## config.mk

```make
export PLATFORM = sky130hd
export DESIGN_NAME = soc_dev_top
export DESIGN_NICKNAME = d
export VERILOG_FILES = /design/src/design/soc_dev_pkg.sv /design/src/design/baud_timer.sv /design/src/design/dev_decoder.sv /design/src/design/device_arbiter.sv /design/src/design/soc_dev_top.sv /design/src/design/uart_tx_dev.sv
export VERILOG_INCLUDE_DIRS = /design/src /design/src/include
export SDC_FILE = /design/constraint.sdc
export NUM_CORES = 1
export LEC_CHECK = 0
export BUFFER_PORTS_ARGS = -buffer_cell sky130_fd_sc_hd__buf_2
export CORE_MARGIN = 3
export CORE_UTILIZATION = 47
export DETAILED_ROUTE_END_ITERATION = 8
export HOLD_SLACK_MARGIN = 0.1
export PLACE_DENSITY = 0.85
export SKIP_CTS_REPAIR_TIMING = 1
export SKIP_LAST_GASP = 1
export SYNTH_ARGS = -nofsm -noshare
export SYNTH_HDL_FRONTEND = slang
export SYNTH_SLANG_ARGS = --single-unit
```

## constraint.sdc

```tcl
create_clock -name clk -period 4.2 [get_ports clk]
set_clock_uncertainty 0.2 [all_clocks]
set_input_delay 0.84 -clock clk [delete_from_list [all_inputs] [get_ports clk]]
set_output_delay 0.84 -clock clk [all_outputs]
set_load 0.01 [all_outputs]
```

## src/include/soc_dev_defines.svh

```systemverilog
`ifndef SOC_DEV_DEFINES_SVH
`define SOC_DEV_DEFINES_SVH

// ------------------------------
// Bus geometry
// ------------------------------
`define XLEN              32      // Data and address width
`define NUM_MASTERS       2       // Core-side master ports

// ------------------------------
// Device map
// ------------------------------
`define DEV_PAGE_W        8       // Top address byte picks the device
`define UART_PAGE         8'hC0   // 0xC000_0000 .. 0xC0FF_FFFF

// UART register word offsets within its page
`define UART_REG_DATA     0
`define UART_REG_STAT     1

// ------------------------------
// Timing
// ------------------------------
`define RST_STRETCH       5       // Cycles rst outlasts usr_reset
`define UART_CLKS_PER_BIT 16      // Short bit period for simulation

`endif

```

## src/design/soc_dev_pkg.sv

```systemverilog
`include "soc_dev_defines.svh"

package soc_dev_pkg;

    // ------------------------------
    // Device bus
    // ------------------------------
    // Request from a master, or from the arbiter to the decoder
    typedef struct packed {
        logic                 strobe;  // One-cycle pulse
        logic [`XLEN-1:0]     addr;
        logic                 we;      // 1 = write
        logic [`XLEN/8-1:0]   be;      // Byte enables
        logic [`XLEN-1:0]     wdata;
    } dev_req_t;

    // Response back toward a master
    typedef struct packed {
        logic                 ready;   // One-cycle pulse
        logic [`XLEN-1:0]     rdata;   // Valid only with ready
    } dev_rsp_t;

    // ------------------------------
    // Enums
    // ------------------------------
    typedef enum logic {
        ARB_IDLE,                      // Waiting for a pending master
        ARB_BUSY                       // One access in flight
    } arb_state_e;

    typedef enum logic [1:0] {
        REG_DATA = `UART_REG_DATA,     // Tx byte, reads back last accepted byte
        REG_STAT = `UART_REG_STAT      // Bit 0 is busy
    } uart_reg_e;

    typedef enum logic {
        SEL_UART,
        SEL_NONE                       // Unmapped page
    } dev_sel_e;

endpackage

```

## src/design/baud_timer.sv

```systemverilog
`timescale 1ns/1ps

module baud_timer #(
    parameter int CLKS_PER_BIT = 16
) (
    input  logic clk,
    input  logic rst,
    input  logic start_i,   // Realigns the bit period
    input  logic run_i,     // Frame in progress
    output logic tick_o
);

    localparam int CNT_W = (CLKS_PER_BIT > 1) ? $clog2(CLKS_PER_BIT) : 1;

    logic [CNT_W-1:0] cnt;
    logic             last;  // Final cycle of the bit

    assign last = (cnt == CNT_W'(CLKS_PER_BIT - 1));

    // ------------------------------
    // Bit-period counter
    // ------------------------------
    always_ff @(posedge clk) begin
        if (rst || start_i) begin
            cnt <= '0;
        end else if (run_i) begin
            cnt <= last ? '0 : cnt + CNT_W'(1);  // Wraps every bit
        end
    end

    assign tick_o = run_i && last;   // One pulse per bit

endmodule

```

## src/design/dev_decoder.sv

```systemverilog
`timescale 1ns/1ps
`include "soc_dev_defines.svh"

module dev_decoder (
    input  logic                   clk,
    input  logic                   rst,
    input  soc_dev_pkg::dev_req_t  bus_req_i,
    output soc_dev_pkg::dev_rsp_t  bus_rsp_o,
    output logic                   uart_stb_o,
    output logic                   uart_we_o,
    output soc_dev_pkg::uart_reg_e uart_reg_o,
    output logic [`XLEN/8-1:0]     uart_be_o,
    output logic [`XLEN-1:0]       uart_wdata_o,
    input  logic                   uart_ready_i,
    input  logic [`XLEN-1:0]       uart_rdata_i
);

    soc_dev_pkg::dev_sel_e sel;
    logic                  none_rdy;   // Unmapped responder pulse

    // ------------------------------
    // Address decode
    // ------------------------------
    assign sel = (bus_req_i.addr[`XLEN-1 -: `DEV_PAGE_W] == `UART_PAGE) ?
                 soc_dev_pkg::SEL_UART : soc_dev_pkg::SEL_NONE;

    // Strobe only reaches the selected device
    assign uart_stb_o   = bus_req_i.strobe && (sel == soc_dev_pkg::SEL_UART);
    assign uart_we_o    = bus_req_i.we;
    assign uart_reg_o   = soc_dev_pkg::uart_reg_e'(bus_req_i.addr[3:2]); // Word offset
    assign uart_be_o    = bus_req_i.be;
    assign uart_wdata_o = bus_req_i.wdata;

    // ------------------------------
    // Unmapped responder
    // ------------------------------
    // Answers one cycle later so the bus never hangs
    always_ff @(posedge clk) begin
        if (rst) begin
            none_rdy <= 1'b0;
        end else begin
            none_rdy <= bus_req_i.strobe && (sel == soc_dev_pkg::SEL_NONE);
        end
    end

    // At most one responder pulses since one access is in flight
    assign bus_rsp_o.ready = uart_ready_i | none_rdy;
    assign bus_rsp_o.rdata = none_rdy ? '0 : uart_rdata_i;   // Zero data when unmapped

endmodule

```

## src/design/device_arbiter.sv

```systemverilog
`timescale 1ns/1ps
`include "soc_dev_defines.svh"

module device_arbiter (
    input  logic                  clk,
    input  logic                  rst,
    input  soc_dev_pkg::dev_req_t m_req_i [`NUM_MASTERS],
    output soc_dev_pkg::dev_rsp_t m_rsp_o [`NUM_MASTERS],
    output soc_dev_pkg::dev_req_t dev_req_o,
    input  soc_dev_pkg::dev_rsp_t dev_rsp_i
);

    localparam int IDX_W = (`NUM_MASTERS > 1) ? $clog2(`NUM_MASTERS) : 1;

    soc_dev_pkg::arb_state_e state;
    soc_dev_pkg::dev_req_t   pend_req [`NUM_MASTERS]; // Captured request fields
    logic [`NUM_MASTERS-1:0] pend_vld;                // Slot holds an open request
    logic [IDX_W-1:0]        last_grant;              // Also the bus owner while busy
    logic [IDX_W-1:0]        grant_idx;               // Round-robin winner
    logic [IDX_W-1:0]        cand;
    logic                    grant_vld;
    logic                    issue;                   // Downstream strobe
    logic                    done;                    // Device answered the owner

    // ------------------------------
    // Pending slots
    // ------------------------------
    // Masters drop their fields after the strobe so take a copy here
    always_ff @(posedge clk) begin
        for (int i = 0; i < `NUM_MASTERS; i++) begin
            if (m_req_i[i].strobe) begin
                pend_req[i] <= m_req_i[i];
            end
        end
    end

    always_ff @(posedge clk) begin
        if (rst) begin
            pend_vld <= '0;
        end else begin
            for (int i = 0; i < `NUM_MASTERS; i++) begin
                if (m_req_i[i].strobe) begin
                    pend_vld[i] <= 1'b1;
                end else if (done && (last_grant == IDX_W'(i))) begin
                    pend_vld[i] <= 1'b0;                 // Retired at its ready
                end
            end
        end
    end

    // ------------------------------
    // Round-robin pick
    // ------------------------------
    // Search starts just after the last granted master
    always_comb begin
        grant_vld = 1'b0;
        grant_idx = last_grant;
        cand      = last_grant;
        for (int k = 1; k <= `NUM_MASTERS; k++) begin
            cand = IDX_W'((int'(last_grant) + k) % `NUM_MASTERS);
            if (!grant_vld && pend_vld[cand]) begin
                grant_vld = 1'b1;
                grant_idx = cand;
            end
        end
    end

    assign issue = (state == soc_dev_pkg::ARB_IDLE) && grant_vld;
    assign done  = (state == soc_dev_pkg::ARB_BUSY) && dev_rsp_i.ready;

    // ------------------------------
    // FSM
    // ------------------------------
    always_ff @(posedge clk) begin
        if (rst) begin
            state      <= soc_dev_pkg::ARB_IDLE;
            last_grant <= IDX_W'(`NUM_MASTERS - 1);      // Master 0 goes first
        end else begin
            case (state)
                soc_dev_pkg::ARB_IDLE: begin
                    if (issue) begin
                        state      <= soc_dev_pkg::ARB_BUSY;
                        last_grant <= grant_idx;
                    end
                end
                soc_dev_pkg::ARB_BUSY: begin
                    if (done) begin
                        state <= soc_dev_pkg::ARB_IDLE;  // Only one access in flight
                    end
                end
                default: state <= soc_dev_pkg::ARB_IDLE;
            endcase
        end
    end

    // Fields are only looked at together with the strobe
    always_comb begin
        dev_req_o        = pend_req[grant_idx];
        dev_req_o.strobe = issue;
    end

    // Ready goes straight back to the owner in the same cycle
    always_comb begin
        for (int i = 0; i < `NUM_MASTERS; i++) begin
            m_rsp_o[i].ready = done && (last_grant == IDX_W'(i));
            m_rsp_o[i].rdata = dev_rsp_i.rdata;
        end
    end

endmodule

```

## src/design/soc_dev_top.sv

```systemverilog
`timescale 1ns/1ps
`include "soc_dev_defines.svh"

module soc_dev_top (
    input  logic                  clk,
    input  logic                  usr_reset,
    input  soc_dev_pkg::dev_req_t m_req_i [`NUM_MASTERS],
    output soc_dev_pkg::dev_rsp_t m_rsp_o [`NUM_MASTERS],
    output logic                  uart_tx_o
);

    logic [`RST_STRETCH-1:0] rst_sr;      // Reset stretch shift register
    logic                    rst;         // Internal reset, last stage

    soc_dev_pkg::dev_req_t   bus_req;     // Arbiter to decoder
    soc_dev_pkg::dev_rsp_t   bus_rsp;     // Decoder to arbiter

    logic                    uart_stb;
    logic                    uart_we;
    soc_dev_pkg::uart_reg_e  uart_reg;
    logic [`XLEN/8-1:0]      uart_be;
    logic [`XLEN-1:0]        uart_wdata;
    logic                    uart_ready;
    logic [`XLEN-1:0]        uart_rdata;

    // ------------------------------
    // Reset stretcher
    // ------------------------------
    // Ones fill in while usr_reset is held, zeros shift in after it drops
    always_ff @(posedge clk) begin
        if (usr_reset) begin
            rst_sr <= '1;
        end else begin
            rst_sr <= {rst_sr[`RST_STRETCH-2:0], 1'b0};
        end
    end

    assign rst = rst_sr[`RST_STRETCH-1];

    // ------------------------------
    // Device path
    // ------------------------------
    device_arbiter u_arb (
        .clk       (clk),
        .rst       (rst),
        .m_req_i   (m_req_i),
        .m_rsp_o   (m_rsp_o),
        .dev_req_o (bus_req),
        .dev_rsp_i (bus_rsp)
    );

    dev_decoder u_dec (
        .clk          (clk),
        .rst          (rst),
        .bus_req_i    (bus_req),
        .bus_rsp_o    (bus_rsp),
        .uart_stb_o   (uart_stb),
        .uart_we_o    (uart_we),
        .uart_reg_o   (uart_reg),
        .uart_be_o    (uart_be),
        .uart_wdata_o (uart_wdata),
        .uart_ready_i (uart_ready),
        .uart_rdata_i (uart_rdata)
    );

    uart_tx_dev u_uart (
        .clk       (clk),
        .rst       (rst),
        .stb_i     (uart_stb),
        .we_i      (uart_we),
        .reg_i     (uart_reg),
        .be_i      (uart_be),
        .wdata_i   (uart_wdata),
        .ready_o   (uart_ready),
        .rdata_o   (uart_rdata),
        .uart_tx_o (uart_tx_o)
    );

endmodule

```

## src/design/uart_tx_dev.sv

```systemverilog
`timescale 1ns/1ps
`include "soc_dev_defines.svh"

module uart_tx_dev (
    input  logic                   clk,
    input  logic                   rst,
    input  logic                   stb_i,
    input  logic                   we_i,
    input  soc_dev_pkg::uart_reg_e reg_i,
    input  logic [`XLEN/8-1:0]     be_i,
    input  logic [`XLEN-1:0]       wdata_i,
    output logic                   ready_o,
    output logic [`XLEN-1:0]       rdata_o,
    output logic                   uart_tx_o
);

    localparam int FRAME_BITS = 10;   // Start, 8 data, stop

    logic [7:0]            data_byte;  // Last accepted byte
    logic [FRAME_BITS-1:0] frame;      // LSB is the line level
    logic [3:0]            bit_cnt;    // Bits already sent
    logic                  busy;
    logic                  load;       // Accepted write to REG_DATA
    logic                  tick;       // End of a bit period

    assign load = stb_i && we_i && (reg_i == soc_dev_pkg::REG_DATA) && be_i[0] && !busy;

    // ------------------------------
    // Bus side
    // ------------------------------
    always_ff @(posedge clk) begin
        if (rst) begin
            ready_o <= 1'b0;
        end else begin
            ready_o <= stb_i;            // Every access answered next cycle
        end
    end

    // Writes also get a value here, the master ignores it
    always_ff @(posedge clk) begin
        if (stb_i) begin
            if (reg_i == soc_dev_pkg::REG_STAT) begin
                rdata_o <= {{(`XLEN-1){1'b0}}, busy};
            end else begin
                rdata_o <= {{(`XLEN-8){1'b0}}, data_byte};
            end
        end
    end

    // ------------------------------
    // Frame shifter
    // ------------------------------
    always_ff @(posedge clk) begin
        if (load) begin
            data_byte <= wdata_i[7:0];
            frame     <= {1'b1, wdata_i[7:0], 1'b0};    // Stop, data LSB first, start
        end else if (tick) begin
            frame     <= {1'b1, frame[FRAME_BITS-1:1]};
        end
    end

    always_ff @(posedge clk) begin
        if (rst) begin
            busy    <= 1'b0;
            bit_cnt <= '0;
        end else if (load) begin
            busy    <= 1'b1;
            bit_cnt <= '0;
        end else if (tick) begin
            if (bit_cnt == 4'(FRAME_BITS - 1)) begin
                busy <= 1'b0;                           // Stop bit done
            end else begin
                bit_cnt <= bit_cnt + 4'd1;
            end
        end
    end

    assign uart_tx_o = busy ? frame[0] : 1'b1;          // Line idles high

    baud_timer #(
        .CLKS_PER_BIT (`UART_CLKS_PER_BIT)
    ) u_baud (
        .clk     (clk),
        .rst     (rst),
        .start_i (load),
        .run_i   (busy),
        .tick_o  (tick)
    );

endmodule

```

==> summary.md, run 1 <==
| Metric | Value |
|---|---|
| Status | `completed` |
| Initial antenna violation count | `0` |
| DP Area | `3780 sq um` |
| Number of synthesized flops with an enable pin | `64` |
| Crit Path Max Fanout | `10` |
| Clock transition at path regs | `80 ps` |
| Crit. End Element | `output pin` |
| R2R Path End | `u_uart.rdata_o[4]$_SDFFCE_PP0P_` |
| Synth async-reset ratio | `0%` |
| Worst Max-Slew Pin Slew | `630 ps` |
| Fin util | `53.8%` |
| Crit path DAT | `1350 ps` |
| Core Box Area | `7370 sq um` |
| Clock latency at the later pin of the worst-skew pair | `350 ps` |
| Commonest non-fill, non-tap cell in the layout | `edfxtp_1` |
| Die area | `8790 sq um` |
| WL final | `5420 microns` |
| Syn. warnings | `0` |
| Clock power frac | `34.4%` |
| Slew headroom | `57.8%` |
| Pwr dens | `391 nW/um^2` |
| Reg2reg start | `u_arb.pend_req[1][65]$_DFFE_PP_` |
| Most frequent cells in the layout | `edfxtp_1 (64), buf_2 (62), conb_1 (48)` |
| Drt via density | `4.67` |
| Cells on worst reg2reg path | `4` |
| Synthesized area per cell | `13.9 sq um` |
| FP Rows | `31` |
| Num CTS Buffers | `9` |
| Most used DFF post-synth | `edfxtp_1` |
| Int Power | `1.23 mW` |
| Total of max-cap violations | `0` |
| Initial DRT Pass Iterations | `7` |
| Slew Limit Fails | `0` |
| Kind of critical path | `flip-flop to output pin` |
| Die width | `93.8 microns` |
| RePlAce Congestion | `0.792` |
| Sequential fraction of the synthesis area | `64.7%` |
| Placed wire-length estimate | `4070 microns` |
| Min Tclk post-route | `2390 ps` |
| Sw Share | `20.7%` |
| Yosys top cell area share | `53.1%` |
| PortBufs | `62` |
| Hold WC Path Type | `flip-flop to flip-flop` |
| Final instance area | `3970 sq um` |
| Synth area leader | `edfxtp_1` |
| Vias in the first global route | `1836` |
| WHS Endpoint | `rst_sr[4]$_SDFF_PP1_` |
| Sw Pwr | `321 uW` |
| Total Power | `1.55 mW` |
| Clk sink count | `85` |
| # setup viols final | `0` |
| Synthesized area | `3620 sq um` |
| Gr ovfl total | `0` |
| Max Buffers Root-to-Sink | `2` |
| Initial drt markers | `92` |
| Register bit total from synthesis | `85` |
| Final Hold Fails | `0` |
| IO Count | `209` |
| Data required time at the worst endpoint | `3160 ps` |
| Leak | `1.58 nW` |
| Nets@finish | `466` |
| Synth-to-Final Area Change | `9.54%` |
| Fin cells | `425` |
| FMAX | `0.419 GHz` |
| Die Y | `93.8 microns` |
| DRC viols | `0` |
| RSZ-0062 raised after global routing | `false` |
| Combinational fraction of design power | `4.5%` |
| Hold path cells | `1` |
| First-pass GRT wire length | `8760 microns` |
| CTS tree | `built` |
| Final antenna-violating net count | `0` |
| Cells after Synth | `261` |
| Largest net degree at the start of global routing | `26` |
| DR WL/cell | `12.7 microns` |
| Dominant cells by area after synthesis | `edfxtp_1 (53%), buf_4 (12%), dfxtp_1 (12%)` |
| CTS root buffer | `clkbuf_8` |
| TNS Setup | `0 ps` |
| Vias | `1984` |
| Synth cell types | `47` |
| Min-Delay Startpoint | `rst_sr[3]$_SDFF_PP1_` |
| H-tree depth | `3` |
| Worst vdd ir | `0.352 mV` |
| Tcrit/Tclk final | `56.8%` |
| Inserted Diodes | `0` |
| Gr usage total | `13.7%` |
| Initial Util | `49.1%` |
| R2r setup slk | `2020 ps` |
| Cells after DPL | `409` |
| Reg power frac | `61.2%` |
| Layout cell share with drive strength beyond 1 | `30.4%` |
| CP Launch Type | `flip-flop` |
==> routing by layer <==
layer	GRT usage, %	up-vias	wire (microns)
li1	-	953	-
met1	16.5	911	2270
met2	21.5	109	2530
met3	3.93	11	497
met4	8.66	0	120
met5	0	-	0
==> metrics by stage <==
| step | setup slack, ps | hold WS, ps |
|---|---|---|
| final | 1810 | 212 |
| after global routing | 1670 | 231 |
| after CTS | 1790 | 215 |
| after detailed placement | 2000 | 197 |
| after global placement | 2040 | 192 |
| after floorplan | 2240 | 189 |
==> area by class of cell <==
type / instances / area (sq um)
clock buffers: 13 / 170
clock inverters: 3 / 17.5
fillers: 623 / 3400
inverters: 5 / 23.8
multi-input cells: 158 / 977
flip-flops and latches: 85 / 2340
well taps: 99 / 124
repair buffers: 62 / 310
==> kinds of logic after synthesis <==
group                      Yosys count  synth area share (%)
DFF                                 85                  64.7
and+or+nand+nor                     66                  11.1
buffers and inverters               65                  13.2
AOI/OAI and AO/OA                   25                  5.32
muxes                               11                  3.35
xor gates and xnor gates             5                  1.21
adders and majority gates            3                  1.04
other                                1                 0.104
==> worst max-delay path, cell delays in order, from the launching register on <==
cell,delay [ps]
dfxtp_1,500
o21ai_0,220
nor2_1,120
buf_2,150
==> sequential cells by signal (all words and copies together), names as in the netlist <==
signal / cells
u_arb.pend_req: 40
u_uart.frame: 9
u_uart.data_byte: 8
u_uart.rdata_o: 8
rst_sr: 5
u_uart.bit_cnt: 4
u_uart.u_baud.cnt: 4
u_arb.pend_vld: 2
u_arb.last_grant: 1
u_arb.state: 1
u_dec.none_rdy: 1
u_uart.busy: 1
u_uart.ready_o: 1
==> power by group through the flow <==
| stage | Sequential (mW) | Clock (mW) | Combinational [mW] |
|---|---|---|---|
| floorplan | 0.964 | 0 | 0.0708 |
| global placement | 0.966 | 0 | 0.0668 |
| detailed placement | 0.968 | 0 | 0.0686 |
| CTS | 0.949 | 0.543 | 0.0690 |
| global route | 0.952 | 0.583 | 0.0787 |
| finish | 0.949 | 0.533 | 0.0691 |
==> worst max path at each step <==
stage,startpoint,end,cells after the start
floorplan,u_arb.pend_req[0][61]$_DFFE_PP_,u_uart.frame[1]$_DFFE_PP_,4
global placement,u_arb.pend_req[1][65]$_DFFE_PP_,u_uart.rdata_o[6]$_SDFFCE_PP0P_,4
detailed placement,u_arb.pend_req[1][65]$_DFFE_PP_,u_uart.rdata_o[6]$_SDFFCE_PP0P_,4
CTS,u_dec.none_rdy$_SDFF_PP0_,m_rsp_o[65],3
global route,u_dec.none_rdy$_SDFF_PP0_,m_rsp_o[65],3
finish,u_dec.none_rdy$_SDFF_PP0_,m_rsp_o[65],3
==> cells in the mapped netlist (4+ instances only) <==
library cell and instances:
a21oi_1 5, a22o_1 7, and2_1 7, buf_4 56
dfxtp_1 21, edfxtp_1 64, inv_1 4, mux2_2 9
nand2_1 9, nor2_1 6, nor2b_1 8, nor3_1 9
o21ai_0 4, or2_2 4, xor2_1 4
(Power assumes the default switching activity.)
==> run 2: changes to the inputs <==
Settings changed: CORE_UTILIZATION 47 to 40, PLACE_DENSITY 0.85 to 0.77.
Clock period 4.2 ns to 2 ns, I/O delays scaled along.
==> run 2 against run 1 <==
  * The flow now finishes with violations (negative setup slack)
  * Setup slack worse by 1900 ps
  * Clock-buffer cell count down 2
  * Via count up 10%
  * Worst hold slack worse by 0.92 ps
  * Critical path depth up 2
  * Cell area up 14%
  * Utilization down 2.1 points
  * Cell count up 15%
  * Routed wire length up 22%
  * Critical path type is now flip-flop to flip-flop
  * Critical endpoint is now u_uart.data_byte[7]$_DFFE_PP_
  * Highest routed layer unchanged
==> summary.md, run 2 (synthesis results as in run 1) <==
| Metric | Value |
|---|---|
| Die Y | `101 microns` |
| Int Power | `2.52 mW` |
| Die width | `101 microns` |
| PortBufs | `62` |
| Clk sink count | `85` |
| CTS tree | `built` |
| Pwr dens | `713 nW/um^2` |
| Vias | `2191` |
| Gr ovfl total | `0` |
| Status | `finished with violations` |
| Crit path DAT | `1920 ps` |
| First-pass GRT wire length | `8870 microns` |
| Initial drt markers | `137` |
| DRC viols | `0` |
| Core Box Area | `8760 sq um` |
| Leak | `1.83 nW` |
| Sw Pwr | `702 uW` |
| Sw Share | `21.8%` |
| CP Launch Type | `flip-flop` |
| Hold WC Path Type | `flip-flop to flip-flop` |
| Data required time at the worst endpoint | `1870 ps` |
| Nets@finish | `521` |
| Combinational fraction of design power | `6.8%` |
| Die area | `10200 sq um` |
| Max Buffers Root-to-Sink | `2` |
| Min Tclk post-route | `2050 ps` |
| Slew Limit Fails | `0` |
| # setup viols final | `22` |
| Largest register FFs | `40` |
| Commonest non-fill, non-tap cell in the layout | `edfxtp_1` |
| Largest net degree at the start of global routing | `26` |
| Fin util | `51.7%` |
| FP Rows | `34` |
| Crit Path Max Fanout | `6` |
| Worst Max-Slew Pin Slew | `554 ps` |
| DR WL/cell | `13.5 microns` |
| Clock transition at path regs | `80 ps` |
| Sequential cell area | `2340 sq um` |
| Num CTS Buffers | `9` |
| Inserted Diodes | `0` |
| Final antenna-violating net count | `0` |
| WL final | `6590 microns` |
| Largest Register | `u_arb.pend_req` |
| Layout cell share with drive strength beyond 1 | `29.9%` |
| R2r setup slk | `-50 ps` |
| Synth-to-Final Area Change | `25.1%` |
| H-tree depth | `3` |
| Placed wire-length estimate | `4160 microns` |
| Slew headroom | `63.0%` |
| Fillers | `712` |
| Reg power frac | `61.9%` |
| DP Area | `3860 sq um` |
| Hold path cells | `1` |
| Worst vdd ir | `0.598 mV` |
| Drt via density | `4.48` |
| Gr usage total | `11.6%` |
| Final worst slack | `-47.4 ps` |
| IO Count | `209` |
| Initial DRT Pass Iterations | `5` |
| Fin cells | `489` |
| Biggest regs | `u_arb.pend_req x40, u_uart.frame x9` |
| Vias in the first global route | `1886` |
| Initial antenna violation count | `0` |
| Final instance area | `4530 sq um` |
| RSZ-0062 raised after global routing | `true` |
| Multi-input logic area | `1000 sq um` |
| RePlAce Congestion | `0.774` |
| Most frequent cells in the layout | `edfxtp_1 (64), buf_2 (62), conb_1 (48)` |
| Violated checks | `negative setup slack` |
| Clock power frac | `31.3%` |
| CTS root buffer | `clkbuf_8` |
| Kind of critical path | `flip-flop to flip-flop` |
| Crit. End Element | `flip-flop` |
| Tcrit/Tclk final | `102%` |
| FMAX | `0.488 GHz` |
| Clock latency at the later pin of the worst-skew pair | `350 ps` |
| Total of max-cap violations | `0` |
| Cells after DPL | `426` |
| Initial Util | `41.3%` |
| Final Hold Fails | `0` |
| Cells on worst reg2reg path | `5` |
[run 2: cell types whose count changed in the layout (fill, tap and decap cells not counted), moves of 2 or more]
cell / previous run / this run
dlygate4sd3_1: 0 / 41
buf_4: 0 / 8
buf_6: 0 / 2
clkinv_1: 0 / 2
clkinv_8: 0 / 2
[run 2: cell type report]
cell class	instances	area share [%]
inverters	5	0.691
multi-input cells	158	22.1
repair buffers	114	18.2
clock buffers	11	2.90
well taps	108	2.98
flip-flops and latches	85	51.7
repair inverters	3	0.801
clock inverters	5	0.608
[run 2: final timing paths]
path	from	to
setup / recovery	u_arb.pend_req[1][61]$_DFFE_PP_	u_uart.data_byte[7]$_DFFE_PP_
hold / removal	rst_sr[0]$_DFF_P_	rst_sr[1]$_SDFF_PP1_
setup reg to reg	u_arb.pend_req[1][61]$_DFFE_PP_	u_uart.data_byte[7]$_DFFE_PP_
hold reg to reg	rst_sr[0]$_DFF_P_	rst_sr[1]$_SDFF_PP1_
[run 2: through the flow]
step                      hold WS, ps  setup slack (ps)  TNS (ps)  power, mW
after floorplan                   189              42.0         0       2.17
after global placement            194             -90.8     -1180       2.18
after detailed placement          194              -132     -2250       2.18
after CTS                       -18.1              -152     -2810       3.17
after global routing              232              -162     -4000       3.38
final                             211             -47.4      -730       3.23
[run 2: per-layer routing]
layer	up-vias	share of wire (%)	GRT usage (%)
met5	-	0	0
met4	0	1.5	6.13
met3	8	8.1	3.60
met2	120	49	17.4
met1	996	41	15.0
li1	1067	-	-
[run 2: worst max-delay path, cell delays in order, from the launching register on]
cell and delay (ps):
edfxtp_1 390, nor4_2 360, nand4_1 150, a221o_2 440
buf_6 170, inv_8 70
[run 2: power by group through the flow]
stage | clock, mW | sequential, mW | combinational, mW
after floorplan | 0 | 2.03 | 0.149
after global placement | 0 | 2.03 | 0.147
after detailed placement | 0 | 2.03 | 0.151
after CTS | 1.03 | 1.99 | 0.151
after global routing | 1.14 | 2.00 | 0.245
final | 1.01 | 2.00 | 0.221
